**src/verilog/iob_wb_pkg.sv**
```systemverilog
package iob_wb_pkg;

   localparam int ADDR_W = 32;
   localparam int DATA_W = 32;
   localparam int STRB_W = DATA_W / 8;

   // Number of byte lanes enabled on a read.
   localparam int READ_BYTES = 4;

   // RAM holds 2**RAM_AW words.
   localparam int RAM_AW = 8;

   // Address bit that selects the register block over the RAM.
   localparam int REGS_SEL_BIT = 12;

   localparam logic [DATA_W-1:0] REGS_ID = 32'hA5C3_0102;

   // Register index, taken from address bits 3:2.
   typedef enum logic [1:0] {
      REG_SCRATCH = 2'd0,  // Read/write, byte strobes.
      REG_COUNT   = 2'd1,  // Scratch write count.
      REG_ID      = 2'd2,
      REG_RSVD    = 2'd3   // Reads zero.
   } reg_idx_e;

   // Master side of a Wishbone classic cycle.
   typedef struct packed {
      logic [ADDR_W-1:0] addr;
      logic [DATA_W-1:0] data;
      logic [STRB_W-1:0] sel;
      logic              we;
      logic              cyc;
      logic              stb;
   } wb_req_t;

   // Slave side.
   typedef struct packed {
      logic [DATA_W-1:0] data;
      logic              ack;
   } wb_rsp_t;

endpackage
```
**src/verilog/iob_wb_regs.sv**
```systemverilog
`timescale 1ns/1ps

module iob_wb_regs
   import iob_wb_pkg::*;
(
   input  logic    clk_i,
   input  logic    rst_n_i,
   input  wb_req_t wb_req_i,
   output wb_rsp_t wb_rsp_o
);

   reg_idx_e          idx;
   logic              access;
   logic              scratch_wr;
   logic              ack_r;
   logic [DATA_W-1:0] scratch_q;
   logic [DATA_W-1:0] count_q;
   logic [DATA_W-1:0] rd_word;
   logic [DATA_W-1:0] rdata_r;

   assign idx    = reg_idx_e'(wb_req_i.addr[3:2]);
   assign access = wb_req_i.cyc & wb_req_i.stb & ~ack_r;

   // Other indices are read-only.
   assign scratch_wr = access & wb_req_i.we & (idx == REG_SCRATCH);

   always_comb begin
      case (idx)
         REG_SCRATCH: rd_word = scratch_q;
         REG_COUNT:   rd_word = count_q;
         REG_ID:      rd_word = REGS_ID;
         default:     rd_word = '0;
      endcase
   end

   always_ff @(posedge clk_i or negedge rst_n_i) begin
      if (!rst_n_i) begin
         scratch_q <= '0;
         count_q   <= '0;
         ack_r     <= 1'b0;
      end else begin
         ack_r <= access;
         if (scratch_wr) begin
            for (int b = 0; b < STRB_W; b++) begin
               if (wb_req_i.sel[b]) begin
                  scratch_q[8*b +: 8] <= wb_req_i.data[8*b +: 8];
               end
            end
            count_q <= count_q + 1'b1;  // One per acknowledged write.
         end
      end
   end

   always_ff @(posedge clk_i) begin
      if (access) begin
         rdata_r <= rd_word;
      end
   end

   assign wb_rsp_o.data = rdata_r;
   assign wb_rsp_o.ack  = ack_r;

endmodule

```
**config.mk**
```make
export PLATFORM = sky130hd
export DESIGN_NAME = iob_wb_regs
export DESIGN_NICKNAME = d
export VERILOG_FILES = /design/src/verilog/iob_wb_pkg.sv /design/src/verilog/iob_wb_regs.sv
export SDC_FILE = /design/constraint.sdc
export NUM_CORES = 1
export LEC_CHECK = 0
export BUFFER_PORTS_ARGS = -buffer_cell sky130_fd_sc_hd__buf_2
export CORE_MARGIN = 2
export CORE_UTILIZATION = 48
export CTS_CLUSTER_SIZE = 8
export DETAILED_ROUTE_END_ITERATION = 10
export PLACE_DENSITY = 0.76
export SYNTH_ARGS = -nofsm -noshare
export SYNTH_HDL_FRONTEND = slang
export SYNTH_SLANG_ARGS = --single-unit
```
**constraint.sdc**
```tcl
create_clock -name clk_i -period 1.9 [get_ports clk_i]
set_clock_uncertainty 0.15 [all_clocks]
set_input_delay 0.095 -clock clk_i [delete_from_list [all_inputs] [get_ports clk_i]]
set_output_delay 0.095 -clock clk_i [all_outputs]
set_load 0.02 [all_outputs]
```
# After elaboration in Yosys (flattened, before gate mapping)
# Cells that the tools add are included.
# word_totals
out_inout_bits,33
reg_bits,97
inputBits,73
wordCells,21
# op_classes
reduce_logical,5
addsub,1
muxes,1
bitwise_logic,5
n_eq_ne,2
# op_table
op,n
$pmux W32 S3,1
$add A32 B1 Y32 const B,1
$reduce_and A2 Y1,4
$and A1 B1 Y1,4
$eq A2 B1 Y1 const B,1
$eq A2 B2 Y1 const B,1
$logic_not A2 Y1,1
$not A1 Y1,1

# Logic depth before layout (Yosys ltp)
# depth
depth_word,5
mapped_depth,6

# Worst setup path before layout
# OpenSTA, ideal clock, no wires.
# synth_timing
path_kind,register -> register
startpoint,register count_q[0]
endpoint,register count_q[16]
path_slack_ns,-0.150
arrival_ns,1.777
required_time_ns,1.627
path_buffers,0
path_stages_with_launch,6
path_cell_list,dfrtp_1 ha_1 nand3_1 nor4_1 or3b_2 xnor2_1
# synth_via
elab_chain_len,1
# synth_lines
item,line,source
"start, declared",iob_wb_regs.sv:17,logic [DATA_W-1:0] count_q;
"start signal, assigned",iob_wb_regs.sv:49,count_q <= count_q + 1'b1;
$add A32 B1 Y32,iob_wb_regs.sv:49,
# Every way passes these cells.
# A chain may end at the register's enable or synchronous reset.

# Worst setup path after layout
# layout_timing
startpoint,register count_q[5]
endpoint,register count_q[16]
# Same word-level chain as after synthesis.

==> metrics.csv <==
metric;value;unit
fillcell total;650;
Int Pwr;0.00357;W
die width;97.3;microns
post-synth top area share;0.389;
design area;5460;sq um
Yosys warnings;0;
Initial Util;0.486;
antenna violations before repair;0;
Reg2Reg Depth;4;
vias in the first global route;3070;
switching share of power;0.225;
ys flop type;dfrtp_1;
Final min period;1.82;ns
crit-path cells;nand3_1, nor4_2, or3b_2, xnor2_1;
VDD IR max;0.000512;V
register share of total power;0.532;
LEAKAGE;2.47;nW
Slew @ Worst Pin;0.544;ns
first-pass GRT wire length;14600;microns
CP max FO;5;
Pre-antenna DRT Iters;4;
post-synth cell types;30;
vias per cell;5.24;
largest area contributor in the netlist;dfrtp_1;
R2R Path End;count_q[16];
Final period util;0.959;
CP arrival;1.91;ns
Mapped Cells;330;
combinational share of power;0.124;
sequential cell area;2590;sq um
ranking of synthesized cells by area;dfrtp_1 (39%), edfxtp_1 (23%), mux2_2 (8.6%);
sequential area share after synthesis;0.619;
final hold vios;0;
Slew HR;0.638;
die span in y;97.3;microns
layout cell share with drive strength beyond 1;0.340;
Worst Hold Depth;3;
most numerous cell in the Yosys netlist;dfrtp_1;
nets@finish;539;
Overflow after GRT;0;
DRC viols;0;
mapped cell area;4180;sq um
power per cell area;845;nW/um^2
final WL;8730;microns
Post-Place Cell Area;4860;sq um
WP data required;1.99;ns
Post-synth ARST share;0.670;
Crit Path Category;reg2reg;
Num CTS Buffers;9;
Placement Setup Slack;-0.00723;ns
Sink Count;97;
Synth top cells by count;dfrtp_1 (65), nor2_1 (39), edfxtp_1 (32), mux2_2 (32), nand2_1 (28);
Worst-path clk slew;0.09;ns
worst hold-check path type;in2reg;
Worst Min Path Start;wb_req_i[4];
n_diodes;0;
total global routing track utilization;0.194;
Post-Syn Nets;404;
final worst slack;0.0781;ns
vias;3027;
total power;0.00461;W
Post-DP HPWL;5870;microns
I/O pin count;106;
clock root cell;clkbuf_8;
CORE AREA;8590;sq um
CTS tree;done;
FF-to-FF setup slack;0.08;ns
H-tree levels;3;
IO buf count;75;
final setup fails;0;
Crit. End Element;register;
WL/cell;15.1;microns
clock buffer depth;2;
Slew Viols, Final;0;
largest net degree at the start of global routing;44;
Min-Delay Endpoint;scratch_q[15];
Post-synth EDFFs;32;
Max-Cap Viols;0;
reg2reg start;count_q[5];
die area;9470;sq um
outcome;completed;
CP max stage cell;or3b_2;
drt initial violations;197;
area of the multi-input gates;1540;sq um
Worst setup SP type;register;
Seq cells post-synth;97;
FP Rows;34;
NetSw;0.00104;W
Clk pwr share;0.345;
gp weighted congestion;0.890;
Worst path max stage delay;0.49;ns
worst-skew pair later-pin latency;0.36;ns
Layout area overhead;30.6;%
antenna-violating nets left;0;
f_max;0.549;GHz
Mapped Avg Cell Area;12.7;sq um
## repair_timing
item,in CTS,in global routing
setup endpoints to repair,0,34
setup buffers,0,1
hold endpoints to repair,54,0
hold buffers,33,0
gates resized for setup,0,5
## cells by family after synthesis
| logic type | Yosys count | share of synthesized area |
|---|---|---|
| XOR/XNOR | 31 | 0.0650 |
| adder cells (fa/ha/maj) | 1 | 0.00299 |
| AND/OR/NAND/NOR | 122 | 0.145 |
| AO/OA/AOI/OAI | 10 | 0.0120 |
| flip-flops | 97 | 0.619 |
| multiplexers | 54 | 0.139 |
| buffers and inverters | 15 | 0.0171 |
## power groups by stage
stage	Sequential (W)	Clock [W]	Combinational (W)
2_1_floorplan	0.00253	0	0.000265
3_3_place_gp	0.00248	0	0.000497
3_5_place_dp	0.00249	0	0.000517
4_1_cts	0.00245	0.00162	0.000574
5_1_grt	0.00247	0.00170	0.000635
6_report	0.00245	0.00159	0.000570
## worst max-delay path: cells and delay by family (launching register included)
kind | cells | cell delay [ns]
xor gates and xnor gates | 1 | 0.14
DFF | 1 | 0.44
and+or+nand+nor | 3 | 0.99
## layout make-up
type                       instances  area share
clock buffer                      13      0.0273
clock inverter                     3      0.0165
inverter                           3     0.00206
multi-input combinational        218       0.283
sequential                        97       0.474
tap                              108      0.0248
timing repair buffer             136       0.172
## layer usage
metal	GRT usage	vias to the layer above	routed length (microns)
met2	0.311	84	4360
met4	0.0780	0	169
met5	0	-	0
met1	0.267	1493	3850
met3	0.0331	13	350
li1	-	1437	-
## through the flow
stage	std cells	setup TNS, ns	hold slack (ns)	util
after global placement	528	0	-0.0351	0.566
after global routing	578	-0.0217	0.0599	0.635
after detailed placement	528	-0.0133	-0.0293	0.566
after floorplan	330	0	-0.351	-
after CTS	577	0	0.104	0.632
final	578	0	0.0594	0.635
## placed cells by master, fill, tap and decap left out, types with 2 or more instances in the layout
| cell | count |
|---|---|
| o21ai_0 | 10 |
| nand2_2 | 4 |
| clkbuf_8 | 10 |
| nor2_1 | 39 |
| mux2i_1 | 22 |
| nand3_1 | 12 |
| dfrtp_1 | 65 |
| dlygate4sd3_1 | 33 |
| mux2_2 | 32 |
| xor2_1 | 9 |
| buf_12 | 2 |
| nor4_2 | 5 |
| nand4_1 | 16 |
| edfxtp_1 | 32 |
| clkbuf_1 | 3 |
| bufinv_16 | 3 |
| nand2_1 | 24 |
| buf_2 | 75 |
| buf_4 | 26 |
| nor4_1 | 3 |
| inv_1 | 3 |
| nor3_1 | 7 |
| and3_1 | 4 |
| xnor2_1 | 22 |
## worst max path at each step
stage               slack (ns)             to         start
floorplan                 0.04    count_q[16]    count_q[0]
global placement          0.02  scratch_q[23]  wb_req_i[42]
detailed placement      -0.007  scratch_q[20]  wb_req_i[42]
CTS                      0.003  scratch_q[20]         ack_r
global route             -0.02     count_q[8]         ack_r
finish                    0.08    count_q[16]    count_q[5]
## flip-flops by register name, summed over array words and instances, names as in the netlist
name	cells
ack_r	1
scratch_q	32
count_q	32
rdata_r	32
No activity file was read; power rests on OpenSTA's default activity.
