### config.mk
export PLATFORM = sky130hd
export DESIGN_NAME = iob_wb_decoder
export DESIGN_NICKNAME = d
export VERILOG_FILES = /design/src/verilog/iob_wb_pkg.sv /design/src/verilog/iob_wb_decoder.sv
export SDC_FILE = /design/constraint.sdc
export NUM_CORES = 1
export LEC_CHECK = 0
export ABC_AREA = 0
export BUFFER_PORTS_ARGS = -buffer_cell sky130_fd_sc_hd__buf_2
export CORE_AREA = 4 4 118 120
export DETAILED_ROUTE_END_ITERATION = 16
export DIE_AREA = 0 0 122 124
export PLACE_DENSITY = 0.57
export SLEW_MARGIN = 20
export SYNTH_ARGS = -nofsm -noshare
export SYNTH_HDL_FRONTEND = slang
export SYNTH_SLANG_ARGS = --single-unit
### constraint.sdc
create_clock -name vclk -period 0.9
set_input_delay 0.045 -clock vclk [all_inputs]
set_output_delay 0.045 -clock vclk [all_outputs]
set_load 0.05 [all_outputs]
### src/verilog/iob_wb_pkg.sv
package iob_wb_pkg;

   localparam int ADDR_W = 32;
   localparam int DATA_W = 32;
   localparam int STRB_W = DATA_W / 8;

   // Number of byte lanes enabled on a read.
   localparam int READ_BYTES = 4;

   // RAM holds 2**RAM_AW words.
   localparam int RAM_AW = 8;

   // Address bit that selects the register block over the RAM.
   localparam int REGS_SEL_BIT = 12;

   localparam logic [DATA_W-1:0] REGS_ID = 32'hA5C3_0102;

   // Register index, taken from address bits 3:2.
   typedef enum logic [1:0] {
      REG_SCRATCH = 2'd0,  // Read/write, byte strobes.
      REG_COUNT   = 2'd1,  // Scratch write count.
      REG_ID      = 2'd2,
      REG_RSVD    = 2'd3   // Reads zero.
   } reg_idx_e;

   // Master side of a Wishbone classic cycle.
   typedef struct packed {
      logic [ADDR_W-1:0] addr;
      logic [DATA_W-1:0] data;
      logic [STRB_W-1:0] sel;
      logic              we;
      logic              cyc;
      logic              stb;
   } wb_req_t;

   // Slave side.
   typedef struct packed {
      logic [DATA_W-1:0] data;
      logic              ack;
   } wb_rsp_t;

endpackage
### src/verilog/iob_wb_decoder.sv
`timescale 1ns/1ps

module iob_wb_decoder
   import iob_wb_pkg::*;
(
   input  wb_req_t wb_req_i,

   // RAM port.
   output wb_req_t ram_req_o,
   input  wb_rsp_t ram_rsp_i,

   // Register block port.
   output wb_req_t regs_req_o,
   input  wb_rsp_t regs_rsp_i,

   output wb_rsp_t wb_rsp_o
);

   logic regs_hit;

   assign regs_hit = wb_req_i.addr[REGS_SEL_BIT];

   // Same request to both, strobe only to the addressed one.
   always_comb begin
      ram_req_o     = wb_req_i;
      ram_req_o.stb = wb_req_i.stb & ~regs_hit;
      ram_req_o.cyc = wb_req_i.cyc & ~regs_hit;

      regs_req_o     = wb_req_i;
      regs_req_o.stb = wb_req_i.stb & regs_hit;
      regs_req_o.cyc = wb_req_i.cyc & regs_hit;
   end

   // Address is held by the master while ack is pending.
   always_comb begin
      wb_rsp_o.ack  = ram_rsp_i.ack | regs_rsp_i.ack;
      wb_rsp_o.data = regs_hit ? regs_rsp_i.data : ram_rsp_i.data;
   end

   // Only one slave may answer at a time.
   always_comb begin
      a_single_ack: assert (!(ram_rsp_i.ack && regs_rsp_i.ack))
         else $error("RAM and register block acknowledged together");
   end

endmodule

# Word level (Yosys, flattened, before mapping)
# Cells that the tools add are included.
[classes] bitwise_logic=6 n_mux=1
[ops] operator="2-to-1 mux 32 bit" count=1
[ops] operator="AND 1 bit" count=4
[ops] operator="inverter 1 bit" count=1
[ops] operator="OR 1 bit" count=1
[totals] ff_bits=0 wordCells=7

# Depth between registers and ports, before layout
# Gate-level depths: netlist of the first run.
[logic_depth] depth_word=2 depth_mapped=3 mapped_depth_nobuf=1

# Worst setup path after synthesis of the first run
# Ideal clock, no wire load.
[synth_timing] path_type="input to output" start="input port wb_req_i[51] (netlist name)" end="output port ram_req_o[0] (netlist name)" t_arrival_ps=1017 setup_slack_ps=-162 t_required_ps=855 cell_stages=3 cell_sequence="buf_6 -> buf_6 -> nor2b_1"
[synth_rtl] item="from (decl)" line="iob_wb_decoder.sv:6" rtl="input wb_req_t wb_req_i,"
[synth_rtl] item="to (decl)" line="iob_wb_decoder.sv:9" rtl="output wb_req_t ram_req_o,"

==> results_dict.tcl, run 1 <==
set metrics [dict create \
    synth_xor_area_share_pct 0 \
    synthMuxAreaShare_pct 28.8 \
    grt_pass1_vias 926 \
    wirelength_mm 3.98 \
    slowest_stage "mux2_4" \
    hold_class "in -> out" \
    crit_path_max_fanout 12 \
    n_sequential_cell 0 \
    synth_compound_area_share_pct 0 \
    regArea_um2 0 \
    yosysUniqueCellTypes 8 \
    via_per_inst 2.65 \
    n_fill_cell 1518 \
    yosys-top-cells-count "buf_4 (138), mux2_4 (26), mux2_2 (6)" \
    start_kind "input pin" \
    cap_violations 0 \
    utilization_pct 11.4 \
    power.density_nw_per_um2 769 \
    via_count 867 \
    rsz0062_at_grt "false" \
    met1_usage_pct 5.21 \
    crit_path_end_kind "output port" \
    finalSetupViolCount 0 \
    area_delta_synth_final_pct -6.46 \
    netlist.area_leader.share_pct 65.2 \
    gp_congestion 0.601 \
    nClkBuffers 0 \
    initial_core_util_pct 12.2 \
    synth-simple-area-share_pct 1.97 \
    final_hold_viol_count 0 \
    cp.arrival_ns 0.83 \
    cp_data_required_time_ns 0.85 \
    syn_area_per_cell_um2 8.87 \
    row_count 42 \
    first_pass_iters 3 \
    portBuffers 108 \
    core_um2 13000 \
    multi_input_area_um2 489 \
    grt_max_degree 14 \
    fin_nets 290 \
    ant_nets 0 \
    cp_top_family "buffers and inverters" \
    hpwlAfterDp_mm 3.20 \
    path_cells "buf_12 -> buf_16 -> mux2_4 -> buf_4" \
    grt_use_total_pct 4.43 \
    drtIter0Drc 15 \
    drive_gt1_share_pct 97.4 \
    grt-busiest-layer "met2" \
    min_period_ns 0.872 \
    cts_hold_buf 0 \
    ios 312 \
    synth-adder-area-share_pct 0 \
    synth.top_cells.by_area "buf_4 (65%), mux2_4 (25%), mux2_2 (4.3%)" \
    post-synth-top-area-cell "buf_4" \
    outcome "complete, no violations" \
    crit_buf_inv 3 \
    synth_area_um2 1590 \
    max_freq_ghz 1.15 \
    fin_ws_ns 0.0280 \
    p_leak_nw 0.774 \
    pre_cts_slack_ns -0.107 \
    synth-seq-area-share_pct 0 \
    routedWlPerCell_um 12.2 \
    met3_usage_pct 1.59 \
    tightest_slew_ns 0.272 \
    die_y_um 124 \
    overflow 0 \
    vdd_drop_max_uv 245 \
    relSlewSlack_pct 82.0 \
    finalSetupTns_ns 0 \
    synth_top_family_by_area "buffers and inverters" \
    cp_slowest_stage_delay_ns 0.30 \
    slew_violations 0 \
    drc_errors 0 \
    syn-instance-count 179 \
    synth_nets 316 \
    grt_pass1_wl_mm 5.22 \
    period_share_pct 96.9 \
    hold_ws_ns 0.0900 \
    antenna_found_initial 0 \
    use_met2_pct 6.49 \
    die-area_um2 15100 \
    antenna_cells 0 \
    die_width_um 122 \
    yosysMostFrequentCell "buf_4" \
    critical_path_class "in -> out" \
    yosys_warnings 0 \
    fin_total_pwr_mw 1.14 \
]
per-layer routing:
layer / part of all wire (%) / wire length [µm]
met3: 14 / 576
met4: 6.9 / 276
met2: 45 / 1780
met1: 34 / 1350
met5: 0 / 0
layout by cell type (no fill, tap or decap), drive strengths merged:
cell     n
mux2    32
nor2b    2
buf    114
and2     2
or2      1
cell families (layout without fill, tap and decap cells):
kind of cell | after synthesis | count (layout)
and+or+nand+nor | 5 | 5
muxes | 32 | 32
buffers and inverters | 142 | 114
per-stage QoR:
stage / cells / area [µm²]
2_1_floorplan: 179 / 1590
6_report: 327 / 1490
3_5_place_dp: 323 / 1290
3_3_place_gp: 323 / 1290
5_1_grt: 327 / 1490
4_1_cts: 326 / 1460
area by class of cell:
cell class,count,share of cell area (%)
timing repair buffer,114,52.2
multi-input combinational,37,32.9
tap,176,14.8
power by group:
group	switching, mW	internal (mW)
combinational	0.662	0.480
sequential	0	0
clock	0	0
total	0.662	0.480
timing repair:
item,CTS,global route
endpoints found under the setup margin,26,12
cloned,3,0
setup buffers,0,1
hold endpoints to repair,0,0
gates resized for setup,32,6
final timing paths:
check,start,end,slack [ns],cells past startpoint
hold / removal,wb_req_i[22],ram_req_o[22],0.09,0
setup / recovery,wb_req_i[51],wb_rsp_o[26],0.03,4
(Power assumes the default switching activity.)
==> run 2: changes to the inputs <==
- PLACE_DENSITY: 0.57 -> 0.59
- clock period: 0.9 -> 0.8 ns (I/O delays scaled with it)
==> run 2 against run 1 <==
  * First-iteration DRC count decreased by 53%
  * The run now ends with setup timing left
  * Critical path depth did not move
  * Combinational power grew 27%
  * Sequential cell count stayed put
  * Global-route usage about the same
==> results_dict.tcl, run 2 (synthesized netlist as in run 1, its figures left out) <==
set metrics [dict create \
    outcome "finished, violations left" \
    violations "setup timing" \
    layout_common_cells "buf_2 (75), mux2_4 (32), buf_6 (24)" \
    nClkBuffers 0 \
    start_kind "input pin" \
    overflow 0 \
    fin_ws_ns -0.0290 \
    pre_cts_slack_ns -0.157 \
    wirelength_mm 3.92 \
    row_count 42 \
    period_share_pct 104 \
    p_leak_nw 0.864 \
    path_cells "buf_16 -> buf_16 -> mux2_4 -> buf_6" \
    cts_hold_buf 0 \
    pwr-share-clk_pct 0 \
    grt_max_degree 11 \
    crit_path_frequent_cell "buf_16" \
    critical_path_class "in -> out" \
    crit_start "wb_req_i[51]" \
    finalSetupViolCount 32 \
    cp.arrival_ns 0.79 \
    die_y_um 124 \
    placed_cells_incl_taps 323 \
    initial_core_util_pct 12.2 \
    worstHoldStart "wb_req_i[13]" \
    relSlewSlack_pct 83.0 \
    drtIter0Drc 7 \
    cap_violations 0 \
    core_um2 13000 \
    cp_data_required_time_ns 0.76 \
    drive_gt1_share_pct 97.4 \
    final_hold_viol_count 0 \
    hold_ws_ns 0.0800 \
    slew_violations 0 \
    portBuffers 108 \
    die_width_um 122 \
    drc_errors 0 \
    final_common_cell "buf_2" \
    switching_power_mw 0.771 \
    ios 312 \
    hold_class "in -> out" \
    slowest_stage "mux2_4" \
    grt_use_total_pct 4.41 \
    p_seq_share_pct 0 \
    final_cells 328 \
    antenna_found_initial 0 \
    p_sw_share_pct 53.3 \
    power.density_nw_per_um2 860 \
    min_path_cells 0 \
    vdd_drop_max_uv 250 \
    ant_nets 0 \
    antenna_cells 0 \
    die-area_um2 15100 \
    crit_path_end_kind "output port" \
    finalSetupTns_ns -0.647 \
    p_int_mw 0.676 \
    comb_power_share_pct 100.0 \
    regArea_um2 0 \
    n_sequential_cell 0 \
    area_delta_synth_final_pct 5.99 \
    first_pass_iters 2 \
    routedWlPerCell_um 11.9 \
    min_to "ram_req_o[13]" \
    via_count 876 \
    tightest_slew_ns 0.256 \
    grt_pass1_wl_mm 5.33 \
    fin_total_pwr_mw 1.45 \
    min_period_ns 0.829 \
    gp_congestion 0.683 \
    via_per_inst 2.67 \
    hpwlAfterDp_mm 3.14 \
    crit_path_max_fanout 8 \
    cp_slowest_stage_delay_ns 0.30 \
    rsz0062_at_grt "true" \
    fin_nets 291 \
    grt_pass1_vias 993 \
    max_freq_ghz 1.21 \
]
==> run 2: area by class of cell <==
class | instances | area (µm²)
Timing Repair Buffer | 115 | 951
Tap cell | 176 | 220
Fill cell | 1485 | 11300
Multi-Input combinational cell | 37 | 512
==> run 2: worst max path at each step <==
stage / endpoint / slack [ns] / depth (start not counted)
after floorplan: ram_req_o[0] / -0.25 / 3
after global placement: wb_rsp_o[1] / -0.15 / 4
after detailed placement: wb_rsp_o[1] / -0.16 / 4
after CTS: wb_rsp_o[9] / -0.05 / 4
after global routing: wb_rsp_o[9] / -0.06 / 4
final: wb_rsp_o[5] / -0.03 / 4
==> run 2: through the flow <==
step / area, µm² / util, %
2_1_floorplan: 1590 / -
3_3_place_gp: 1290 / 9.94
3_5_place_dp: 1290 / 9.94
4_1_cts: 1660 / 12.8
5_1_grt: 1680 / 13.0
6_report: 1680 / 13.0
==> run 2: timing repair <==
action                     in CTS  in global routing
gates resized for setup        82                  5
buffers inserted                1                  0
gates cloned                    4                  0
setup endpoints to repair      34                 32
==> run 2: critical path: cells and delay by family <==
family                 cells  cell delay, ns
muxes                      1            0.30
buffers and inverters      3            0.44
==> run 2: power by group through the flow <==
stage / combinational, mW / sequential [mW] / clock (mW)
final: 1.45 / 0 / 0
after global routing: 1.51 / 0 / 0
after CTS: 1.45 / 0 / 0
after detailed placement: 1.13 / 0 / 0
after global placement: 1.13 / 0 / 0
after floorplan: 2.67 / 0 / 0
==> run 2: layer usage <==
| metal | share of wire [%] | global-route usage (%) | wire length, µm | up-vias |
|---|---|---|---|---|
| li1 | - | - | - | 379 |
| met1 | 32 | 4.67 | 1240 | 353 |
| met2 | 47 | 6.80 | 1850 | 103 |
| met3 | 15 | 2.00 | 571 | 41 |
| met4 | 6.4 | 3.50 | 252 | 0 |
| met5 | 0 | 0 | 0 | - |
