<file path="config.mk">
export PLATFORM = sky130hd
export DESIGN_NAME = iob_iob2wishbone
export DESIGN_NICKNAME = d
export VERILOG_FILES = /design/src/verilog/iob_wb_pkg.sv /design/src/verilog/iob_iob2wishbone.sv
export SDC_FILE = /design/constraint.sdc
export NUM_CORES = 1
export LEC_CHECK = 0
export BUFFER_PORTS_ARGS = -buffer_cell sky130_fd_sc_hd__buf_2
export CAP_MARGIN = 20
export CORE_ASPECT_RATIO = 0.75
export CORE_UTILIZATION = 40
export DETAILED_ROUTE_END_ITERATION = 8
export PLACE_DENSITY_LB_ADDON = 0.08
export RECOVER_POWER = 50
export SETUP_SLACK_MARGIN = 0.2
export SLEW_MARGIN = 20
export SYNTH_ARGS = -nofsm -noshare
export SYNTH_HDL_FRONTEND = slang
export SYNTH_SLANG_ARGS = --single-unit
</file>
<file path="constraint.sdc">
create_clock -name clk_i -period 1.8 [get_ports clk_i]
set_clock_uncertainty 0.05 [all_clocks]
set_input_delay 0.36 -clock clk_i [delete_from_list [all_inputs] [get_ports clk_i]]
set_output_delay 0.36 -clock clk_i [all_outputs]
set_load 0.03 [all_outputs]
</file>
<file path="src/verilog/iob_wb_pkg.sv">
package iob_wb_pkg;

   localparam int ADDR_W = 32;
   localparam int DATA_W = 32;
   localparam int STRB_W = DATA_W / 8;

   // Number of byte lanes enabled on a read.
   localparam int READ_BYTES = 4;

   // RAM holds 2**RAM_AW words.
   localparam int RAM_AW = 8;

   // Address bit that selects the register block over the RAM.
   localparam int REGS_SEL_BIT = 12;

   localparam logic [DATA_W-1:0] REGS_ID = 32'hA5C3_0102;

   // Register index, taken from address bits 3:2.
   typedef enum logic [1:0] {
      REG_SCRATCH = 2'd0,  // Read/write, byte strobes.
      REG_COUNT   = 2'd1,  // Scratch write count.
      REG_ID      = 2'd2,
      REG_RSVD    = 2'd3   // Reads zero.
   } reg_idx_e;

   // Master side of a Wishbone classic cycle.
   typedef struct packed {
      logic [ADDR_W-1:0] addr;
      logic [DATA_W-1:0] data;
      logic [STRB_W-1:0] sel;
      logic              we;
      logic              cyc;
      logic              stb;
   } wb_req_t;

   // Slave side.
   typedef struct packed {
      logic [DATA_W-1:0] data;
      logic              ack;
   } wb_rsp_t;

endpackage
</file>
<file path="src/verilog/iob_iob2wishbone.sv">
`timescale 1ns/1ps

module iob_iob2wishbone
   import iob_wb_pkg::*;
(
   input  logic              clk_i,
   input  logic              rst_n_i,

   // IOb slave side.
   input  logic              iob_avalid_i,
   input  logic [ADDR_W-1:0] iob_addr_i,
   input  logic [DATA_W-1:0] iob_wdata_i,
   input  logic [STRB_W-1:0] iob_wstrb_i,
   output logic              iob_rvalid_o,
   output logic [DATA_W-1:0] iob_rdata_o,
   output logic              iob_ready_o,

   // Wishbone master side.
   output wb_req_t           wb_req_o,
   input  wb_rsp_t           wb_rsp_i
);

   logic              we;
   logic [STRB_W-1:0] sel;

   logic              avalid_r;
   logic [ADDR_W-1:0] addr_r;
   logic [DATA_W-1:0] wdata_r;
   logic [STRB_W-1:0] sel_r;
   logic              we_r;
   logic              ack_r;
   logic [DATA_W-1:0] rdata_r;

   assign we = |iob_wstrb_i;  // All-zero strobe is a read.

   // Reads enable READ_BYTES lanes from the addressed byte.
   assign sel = we ? iob_wstrb_i : STRB_W'({READ_BYTES{1'b1}}) << iob_addr_i[1:0];

   // Live request in the accept cycle, held copy while waiting for ack.
   always_comb begin
      wb_req_o.addr = iob_avalid_i ? iob_addr_i : addr_r;
      wb_req_o.data = iob_avalid_i ? iob_wdata_i : wdata_r;
      wb_req_o.sel  = iob_avalid_i ? sel : sel_r;
      wb_req_o.we   = iob_avalid_i ? we : we_r;
      wb_req_o.stb  = iob_avalid_i | avalid_r;
      wb_req_o.cyc  = iob_avalid_i | avalid_r;
   end

   // Pending flag cleared by the slave ack.
   always_ff @(posedge clk_i or negedge rst_n_i) begin
      if (!rst_n_i) begin
         avalid_r <= 1'b0;
         ack_r    <= 1'b0;
      end else begin
         if (iob_avalid_i || wb_rsp_i.ack) begin
            avalid_r <= iob_avalid_i;
         end
         ack_r <= wb_rsp_i.ack;
      end
   end

   always_ff @(posedge clk_i) begin
      if (iob_avalid_i) begin
         addr_r  <= iob_addr_i;
         wdata_r <= iob_wdata_i;
         sel_r   <= sel;
         we_r    <= we;
      end
      rdata_r <= wb_rsp_i.data;
   end

   assign iob_rvalid_o = ack_r & ~we_r;
   assign iob_rdata_o  = rdata_r;
   assign iob_ready_o  = ~avalid_r | ack_r;

   // Master may only issue while ready.
   a_avalid_when_ready: assert property (
      @(posedge clk_i) disable iff (!rst_n_i)
      !(iob_avalid_i && !iob_ready_o)
   ) else $error("avalid raised while ready is low");

   // Classic cycle holds stb until the slave acknowledges it a cycle later.
   a_stb_until_ack: assert property (
      @(posedge clk_i) disable iff (!rst_n_i)
      (wb_req_o.stb && !wb_rsp_i.ack) |=> (wb_req_o.stb && wb_rsp_i.ack)
   ) else $error("stb not acknowledged in the next cycle");

endmodule

</file>
# Word-level counts from Yosys, hierarchy flattened
# Cells that the tools add are included.
[totals] ram_bits=0 out_inout_bits=105 reg_bits=103 inputBits=104 romBits=0 latch_bits=0 memories=0
[op_classes] eq_ne=0 mux=5 order_cmp=0 n_shift=1 n_reduce_logical=2 addsub=0 bitwise_logic=5 multipliers=0 div_mod_pow=0
[ops] op="$mux 32" count=2
[ops] op="$mux 4" count=2
[ops] op="$reduce_or 4->1" count=1
[ops] op="$shl 4x2->4 const A" count=1
[ops] op="$not 1->1" count=2
[ops] op="$or 1x1->1" count=2
[ops] op="$and 1x1->1" count=1
[ops] op="$logic_or 1x1->1" count=1
[ops] op="$mux 1" count=1

# Depth between registers and ports, before layout
# Gate-level depths: netlist of the first run.
[depth] ltp_word=3 ltp_mapped=4 ltp_nobuf=2

# Least setup slack after synthesis of the first run
# OpenSTA, ideal clock, no wires.
[synth_path] path_type="input -> output" start="input port iob_wstrb_i[3]" end="output port wb_req_o[5] (netlist bit)" t_required_ns=1.390 path_buffers=0 path_stages=2 arrival_time_ns=1.589 setup_slack_ns=-0.199 path_cell_list="or3_4 -> o31ai_1"
[synth_lines] element="start: declaration" line="iob_iob2wishbone.sv:13" source="input logic [STRB_W-1:0] iob_wstrb_i,"
[synth_lines] element="end: declaration" line="iob_iob2wishbone.sv:19" source="output wb_req_t wb_req_o,"

==> impl_metrics.env, run 1 <==
export IMPL_status="complete, no violations"
export IMPL_drt_initial_drc_count=18
export IMPL_vias=2374
export IMPL_nets=536
export IMPL_max_slew_margin_rel_pct=76.64
export IMPL_die_w_um=102.0
export IMPL_path_max_fanout=3
export IMPL_synth_seq_cells=103
export IMPL_reg2reg_from="avalid_r"
export IMPL_clk_latency_ns=0.36
export IMPL_area_growth_pct=70.91
export IMPL_dpl_cell_count=499
export IMPL_cts_max_level=3
export IMPL_netlist_area_mm2=0.002998
export IMPL_synth_top_area_share_pct=67.45
export IMPL_worst_pin_slew_ns=0.3472
export IMPL_synth_top_area_cell="dfxtp_1"
export IMPL_clkTransAtPathRegs_ns=0.12
export IMPL_cts_tree="yes"
export IMPL_grt_ovfl_total=0
export IMPL_cp_start_kind="input pin"
export IMPL_yosys_top_cells_area="dfxtp_1 67%, mux2_2 24%, buf_4 1.8%"
export IMPL_maxCapViolCount=0
export IMPL_stdcell_count=535
export IMPL_cts_root_buf="clkbuf_8"
export IMPL_yosysWarnings=0
export IMPL_die_y_um=76.98
export IMPL_p_leak_nw=2.445
export IMPL_grt_pass1_wl_um=11120
export IMPL_grt_pass1_vias=2302
export IMPL_grt_antenna_before_repair=0
export IMPL_gp_congestion=0.7417
export IMPL_hold_path_class="in -> reg"
export IMPL_synth_most_common_cell="dfxtp_1"
export IMPL_r2r_end="avalid_r"
export IMPL_firstDrtPassIters=4
export IMPL_cts_sinks=103
export IMPL_ios=209
export IMPL_wirelength_um=7911
export IMPL_multiInputGateArea_um2=903.4
export IMPL_rsz0062_at_grt="true"
export IMPL_drive_gt1_share_pct=63.84
export IMPL_synth_cell_types=22
export IMPL_numCtsBuffers=9
export IMPL_avgSynthCellArea_um2=15.37
export IMPL_min_period_ns=1.795
export IMPL_min_from="wb_rsp_i[20]"
export IMPL_start_util_pct=42.66
export IMPL_power_density_mw_per_mm2=1020
export IMPL_max_freq_mhz=557.3
export IMPL_die_area_mm2=0.007849
export IMPL_synth_edf_count=0
export IMPL_cp_end_kind="output pin"
export IMPL_worstRegToRegCells=2
export IMPL_io_buffers=208
export IMPL_worst_ep_arrival_time_ns=1.38
export IMPL_worst_hold_path_num_cells=1
export IMPL_ys_top_cells_by_count="101 x dfxtp_1, 63 x mux2_2, 7 x buf_4"
export IMPL_r2r_slack_ns=0.93
export IMPL_finalHoldViolCount=0
export IMPL_ir_drop_mv=0.6644
export IMPL_grt_max_degree=23
export IMPL_utilization_pct=72.92
export IMPL_setup_violations=0
export IMPL_report_final_slew_viol_count=0
export IMPL_worstHoldEndpoint="iob_rdata_o[19]"
export IMPL_antennaDiodeCount=0
export IMPL_clock_path_buffers=2
export IMPL_regArea_mm2=0.002072
export IMPL_crit_type="in -> out"
export IMPL_wl_per_cell_um=14.79
export IMPL_via_per_inst=4.437
export IMPL_postRouteAntennaNets=0
export IMPL_rows=26
export IMPL_fin_hold_ws_ns=0.03002
export IMPL_synthFlopType="dfxtp_1"
export IMPL_yosysSeqAreaShare_pct=69.12
export IMPL_critPathRequiredTime_ns=1.39
export IMPL_hpwl_um=5281
export IMPL_core_mm2=0.007027
export IMPL_fillCellCount=533
export IMPL_power_mw=5.228
export IMPL_drc_errors=0
export IMPL_synth_nets=299
export IMPL_synthArstFlopShare_pct=1.942
export IMPL_postSynthCellCount=195
export IMPL_fin_crit_sh_pct=99.70
export IMPL_grtUsageTotal_pct=18.87
-- layout by cell type (no fill, tap or decap), types with 3 or more instances in the layout --
cell type / count
dlygate4sd3_1: 7
buf_16: 6
dfxtp_1: 101
buf_2: 160
clkbuf_8: 9
buf_4: 5
buf_12: 9
mux2_1: 35
clkinv_8: 3
mux2_2: 29
buf_6: 46
-- routing by layer --
metal	track usage (%)	vias up	wire length, µm
li1	-	1145	-
met1	20.68	1093	2958
met2	32.01	122	4067
met3	7.748	14	715
met4	7.714	0	170
met5	0	-	0
-- worst max-delay path, cell delays in order --
cell and delay [ns]:
buf_6 0.09, or3_4 0.42, o41ai_4 0.33, buf_6 0.18
-- flip-flops by register name (all words and copies together) (netlist names) --
register,cells
ack_r,1
iob_rdata_o,32
addr_r,32
sel_r,4
avalid_r,1
we_r,1
wdata_r,32
-- worst max path at each step --
stage	startpoint	cells after the start	slack (ns)	end
finish	iob_wstrb_i[3]	4	0.005	wb_req_o[3]
global route	iob_wstrb_i[3]	4	-0.02	wb_req_o[3]
CTS	iob_wstrb_i[3]	4	0.01	wb_req_o[3]
detailed placement	iob_wstrb_i[3]	4	-0.05	wb_req_o[3]
global placement	iob_wstrb_i[3]	4	-0.05	wb_req_o[3]
floorplan	iob_wstrb_i[3]	2	0.09	wb_req_o[3]
-- kinds of logic (layout without fill, tap and decap cells) --
kind of cell / after synthesis / after routing / synth area share (%)
AND/OR/NAND/NOR: 9 / 9 / 1.962
AO/OA/AOI/OAI: 6 / 6 / 1.879
multiplexers: 66 / 66 / 24.71
flip-flops: 103 / 103 / 69.12
buffers and inverters: 11 / 253 / 2.337
-- report_power, final --
part	switching, mW	internal (mW)
Clock	0.887	0.573
Combinational	0.690	0.553
Sequential	0.0460	2.48
Total	1.62	3.60
-- stage by stage --
stage,TNS (ns),cell area (µm²),worst slack (ns)
3_5_place_dp,-0.09608,4244,-0.04829
5_1_grt,-0.01869,5124,-0.01869
6_report,0,5124,0.005475
4_1_cts,0,4772,0.01127
2_1_floorplan,0,3043,0.08838
3_3_place_gp,-0.05882,4244,-0.04798
-- final cells by class --
type / count / share of cell area (%)
Timing Repair Buffer: 235 / 35.14
Sequential cell: 103 / 40.44
Multi-Input combinational cell: 81 / 17.63
Clock buffer: 9 / 2.418
Inverter: 2 / 0.1465
Clock inverter: 7 / 1.832
Tap cell: 98 / 2.393
-- repair_timing --
action,4_1_cts,5_1_grt
setup endpoints to repair,71,49
buffers inserted,4,3
hold endpoints to repair,2,6
hold buffers,1,6
pin swaps,5,4
cloned,5,1
gates resized for setup,32,141
Power figures use the tool's default switching activity.
==> inputs of run 2 (changes only) <==
Settings changed: CORE_MARGIN set to 4, PLACE_DENSITY set to 0.84, PLACE_DENSITY_LB_ADDON 0.08 to unset.
==> impl_metrics.env, run 2 (synthesis gave the netlist of run 1 again) <==
export IMPL_die_w_um=108.0
export IMPL_final_common_cell="buf_2"
export IMPL_worst_pin_slew_ns=0.2912
export IMPL_min_period_ns=1.734
export IMPL_ios=209
export IMPL_max_freq_mhz=576.7
export IMPL_die_y_um=82.98
export IMPL_maxCapViolCount=0
export IMPL_path_max_fanout=3
export IMPL_fin_setup_tns_ns=0
export IMPL_grt_pass1_vias=2634
export IMPL_cts_root_buf="clkbuf_8"
export IMPL_swShare_pct=30.31
export IMPL_cts_sinks=103
export IMPL_fillCellCount=564
export IMPL_antennaDiodeCount=0
export IMPL_cp_endpoint="wb_req_o[3]"
export IMPL_postRouteAntennaNets=0
export IMPL_drc_errors=0
export IMPL_report_final_slew_viol_count=0
export IMPL_switchingPower_mw=1.552
export IMPL_ir_drop_mv=0.6550
export IMPL_gp_congestion=0.7331
export IMPL_r2r_end="sel_r[0]"
export IMPL_r2r_slack_ns=0.96
export IMPL_drt_initial_drc_count=20
export IMPL_area_growth_pct=66.65
export IMPL_crit_path_start="iob_wstrb_i[3]"
export IMPL_worstRegToRegCells=2
export IMPL_clock_path_buffers=2
export IMPL_intPower_mw=3.567
export IMPL_wirelength_um=8869
export IMPL_p_leak_nw=2.386
export IMPL_power_density_mw_per_mm2=1025
export IMPL_reg2reg_from="sel_r[0]"
export IMPL_pwr_share_comb_pct=24.4
export IMPL_cts_tree="yes"
export IMPL_max_slew_margin_rel_pct=80.41
export IMPL_worst_ep_arrival_time_ns=1.32
export IMPL_status="complete, no violations"
export IMPL_fin_area_mm2=0.004996
export IMPL_grt_max_degree=20
export IMPL_critPathRequiredTime_ns=1.39
export IMPL_regArea_mm2=0.002072
export IMPL_setup_violations=0
export IMPL_grt_ovfl_total=0
export IMPL_vias=2360
export IMPL_clockPowerShare_pct=26.2
export IMPL_hpwl_um=6311
export IMPL_stdcell_count=525
export IMPL_clk_latency_ns=0.34
export IMPL_cp_end_kind="output pin"
export IMPL_multiInputGateArea_um2=914.6
export IMPL_clkTransAtPathRegs_ns=0.10
export IMPL_rows=27
export IMPL_grt_antenna_before_repair=0
export IMPL_firstDrtPassIters=4
export IMPL_cts_max_level=3
export IMPL_layout_common_cells="144 x buf_2, 101 x dfxtp_1, 50 x buf_6"
export IMPL_grtUsageTotal_pct=19.63
export IMPL_drive_gt1_share_pct=61.08
export IMPL_grt_pass1_wl_um=13360
export IMPL_dpl_cell_count=500
export IMPL_die_area_mm2=0.008958
export IMPL_fin_crit_sh_pct=96.33
export IMPL_nets=523
export IMPL_pwr_share_seq_pct=49.4
export IMPL_io_buffers=208
export IMPL_via_per_inst=4.495
export IMPL_core_mm2=0.007331
export IMPL_wl_per_cell_um=16.89
export IMPL_hold_path_class="in -> reg"
export IMPL_rsz0062_at_grt="true"
export IMPL_placed_cell_area_mm2=0.004195
export IMPL_finalHoldViolCount=0
export IMPL_start_util_pct=40.89
export IMPL_crit_type="in -> out"
export IMPL_numCtsBuffers=9
export IMPL_cp_start_kind="input pin"
==> run 2: final cells by class <==
| cell class | instances | share of cell area [%] |
|---|---|---|
| Clock inverter | 6 | 1.152 |
| Timing Repair Buffer | 222 | 33.83 |
| Multi-Input combinational cell | 81 | 18.31 |
| Clock buffer | 10 | 2.554 |
| Sequential cell | 103 | 41.47 |
| Tap cell | 101 | 2.529 |
| Inverter | 2 | 0.1503 |
==> run 2: repair_timing <==
item,4_1_cts,5_1_grt
buffers inserted,1,0
gates resized for setup,148,1
gates cloned,5,2
pin swaps,4,3
hold endpoints to repair,2,0
hold buffers,1,0
endpoints found under the setup margin,69,48
==> run 2: worst max-delay path, cell delays in order <==
cell     delay (ns)
buf_6          0.09
or3_4          0.42
o41ai_4        0.27
buf_6          0.19
==> run 2: layer usage <==
metal / GRT usage, % / vias to the layer above / share of wire, %
li1: - / 1121 / -
met1: 17.35 / 1097 / 33
met5: 0 / - / 0
met2: 37.87 / 123 / 56
met4: 7.110 / 0 / 2.2
met3: 9.169 / 19 / 9.2
==> run 2: worst min-delay path by stage <==
stage / slack [ns] / cells after the start / from / to
final: 0.05 / 1 / wb_rsp_i[11] / iob_rdata_o[10]
after global routing: 0.002 / 1 / wb_rsp_i[26] / iob_rdata_o[25]
after CTS: 0.03 / 1 / wb_rsp_i[10] / iob_rdata_o[9]
after detailed placement: 0.11 / 1 / rst_n_i / avalid_r
after global placement: 0.1 / 1 / rst_n_i / ack_r
after floorplan: 0.01 / 0 / rst_n_i / ack_r
==> run 2: stage by stage <==
step / worst slack, ns / utilization, % / hold slack [ns] / power, mW
floorplan: 0.08838 / - / 0.01441 / 3.252
finish: 0.06606 / 68.15 / 0.04645 / 5.119
CTS: -0.01177 / 68.46 / 0.02657 / 5.222
global placement: -0.05861 / 57.23 / 0.09521 / 3.570
global route: 0.05449 / 68.15 / 0.002488 / 5.370
detailed placement: -0.08924 / 57.23 / 0.1054 / 3.611
==> run 2: power by group through the flow <==
stage | clock network, mW | registers, mW | logic, mW
floorplan | 0 | 2.64 | 0.607
global placement | 0 | 2.57 | 1.00
detailed placement | 0 | 2.58 | 1.03
CTS | 1.39 | 2.53 | 1.30
global route | 1.51 | 2.55 | 1.31
finish | 1.34 | 2.53 | 1.25
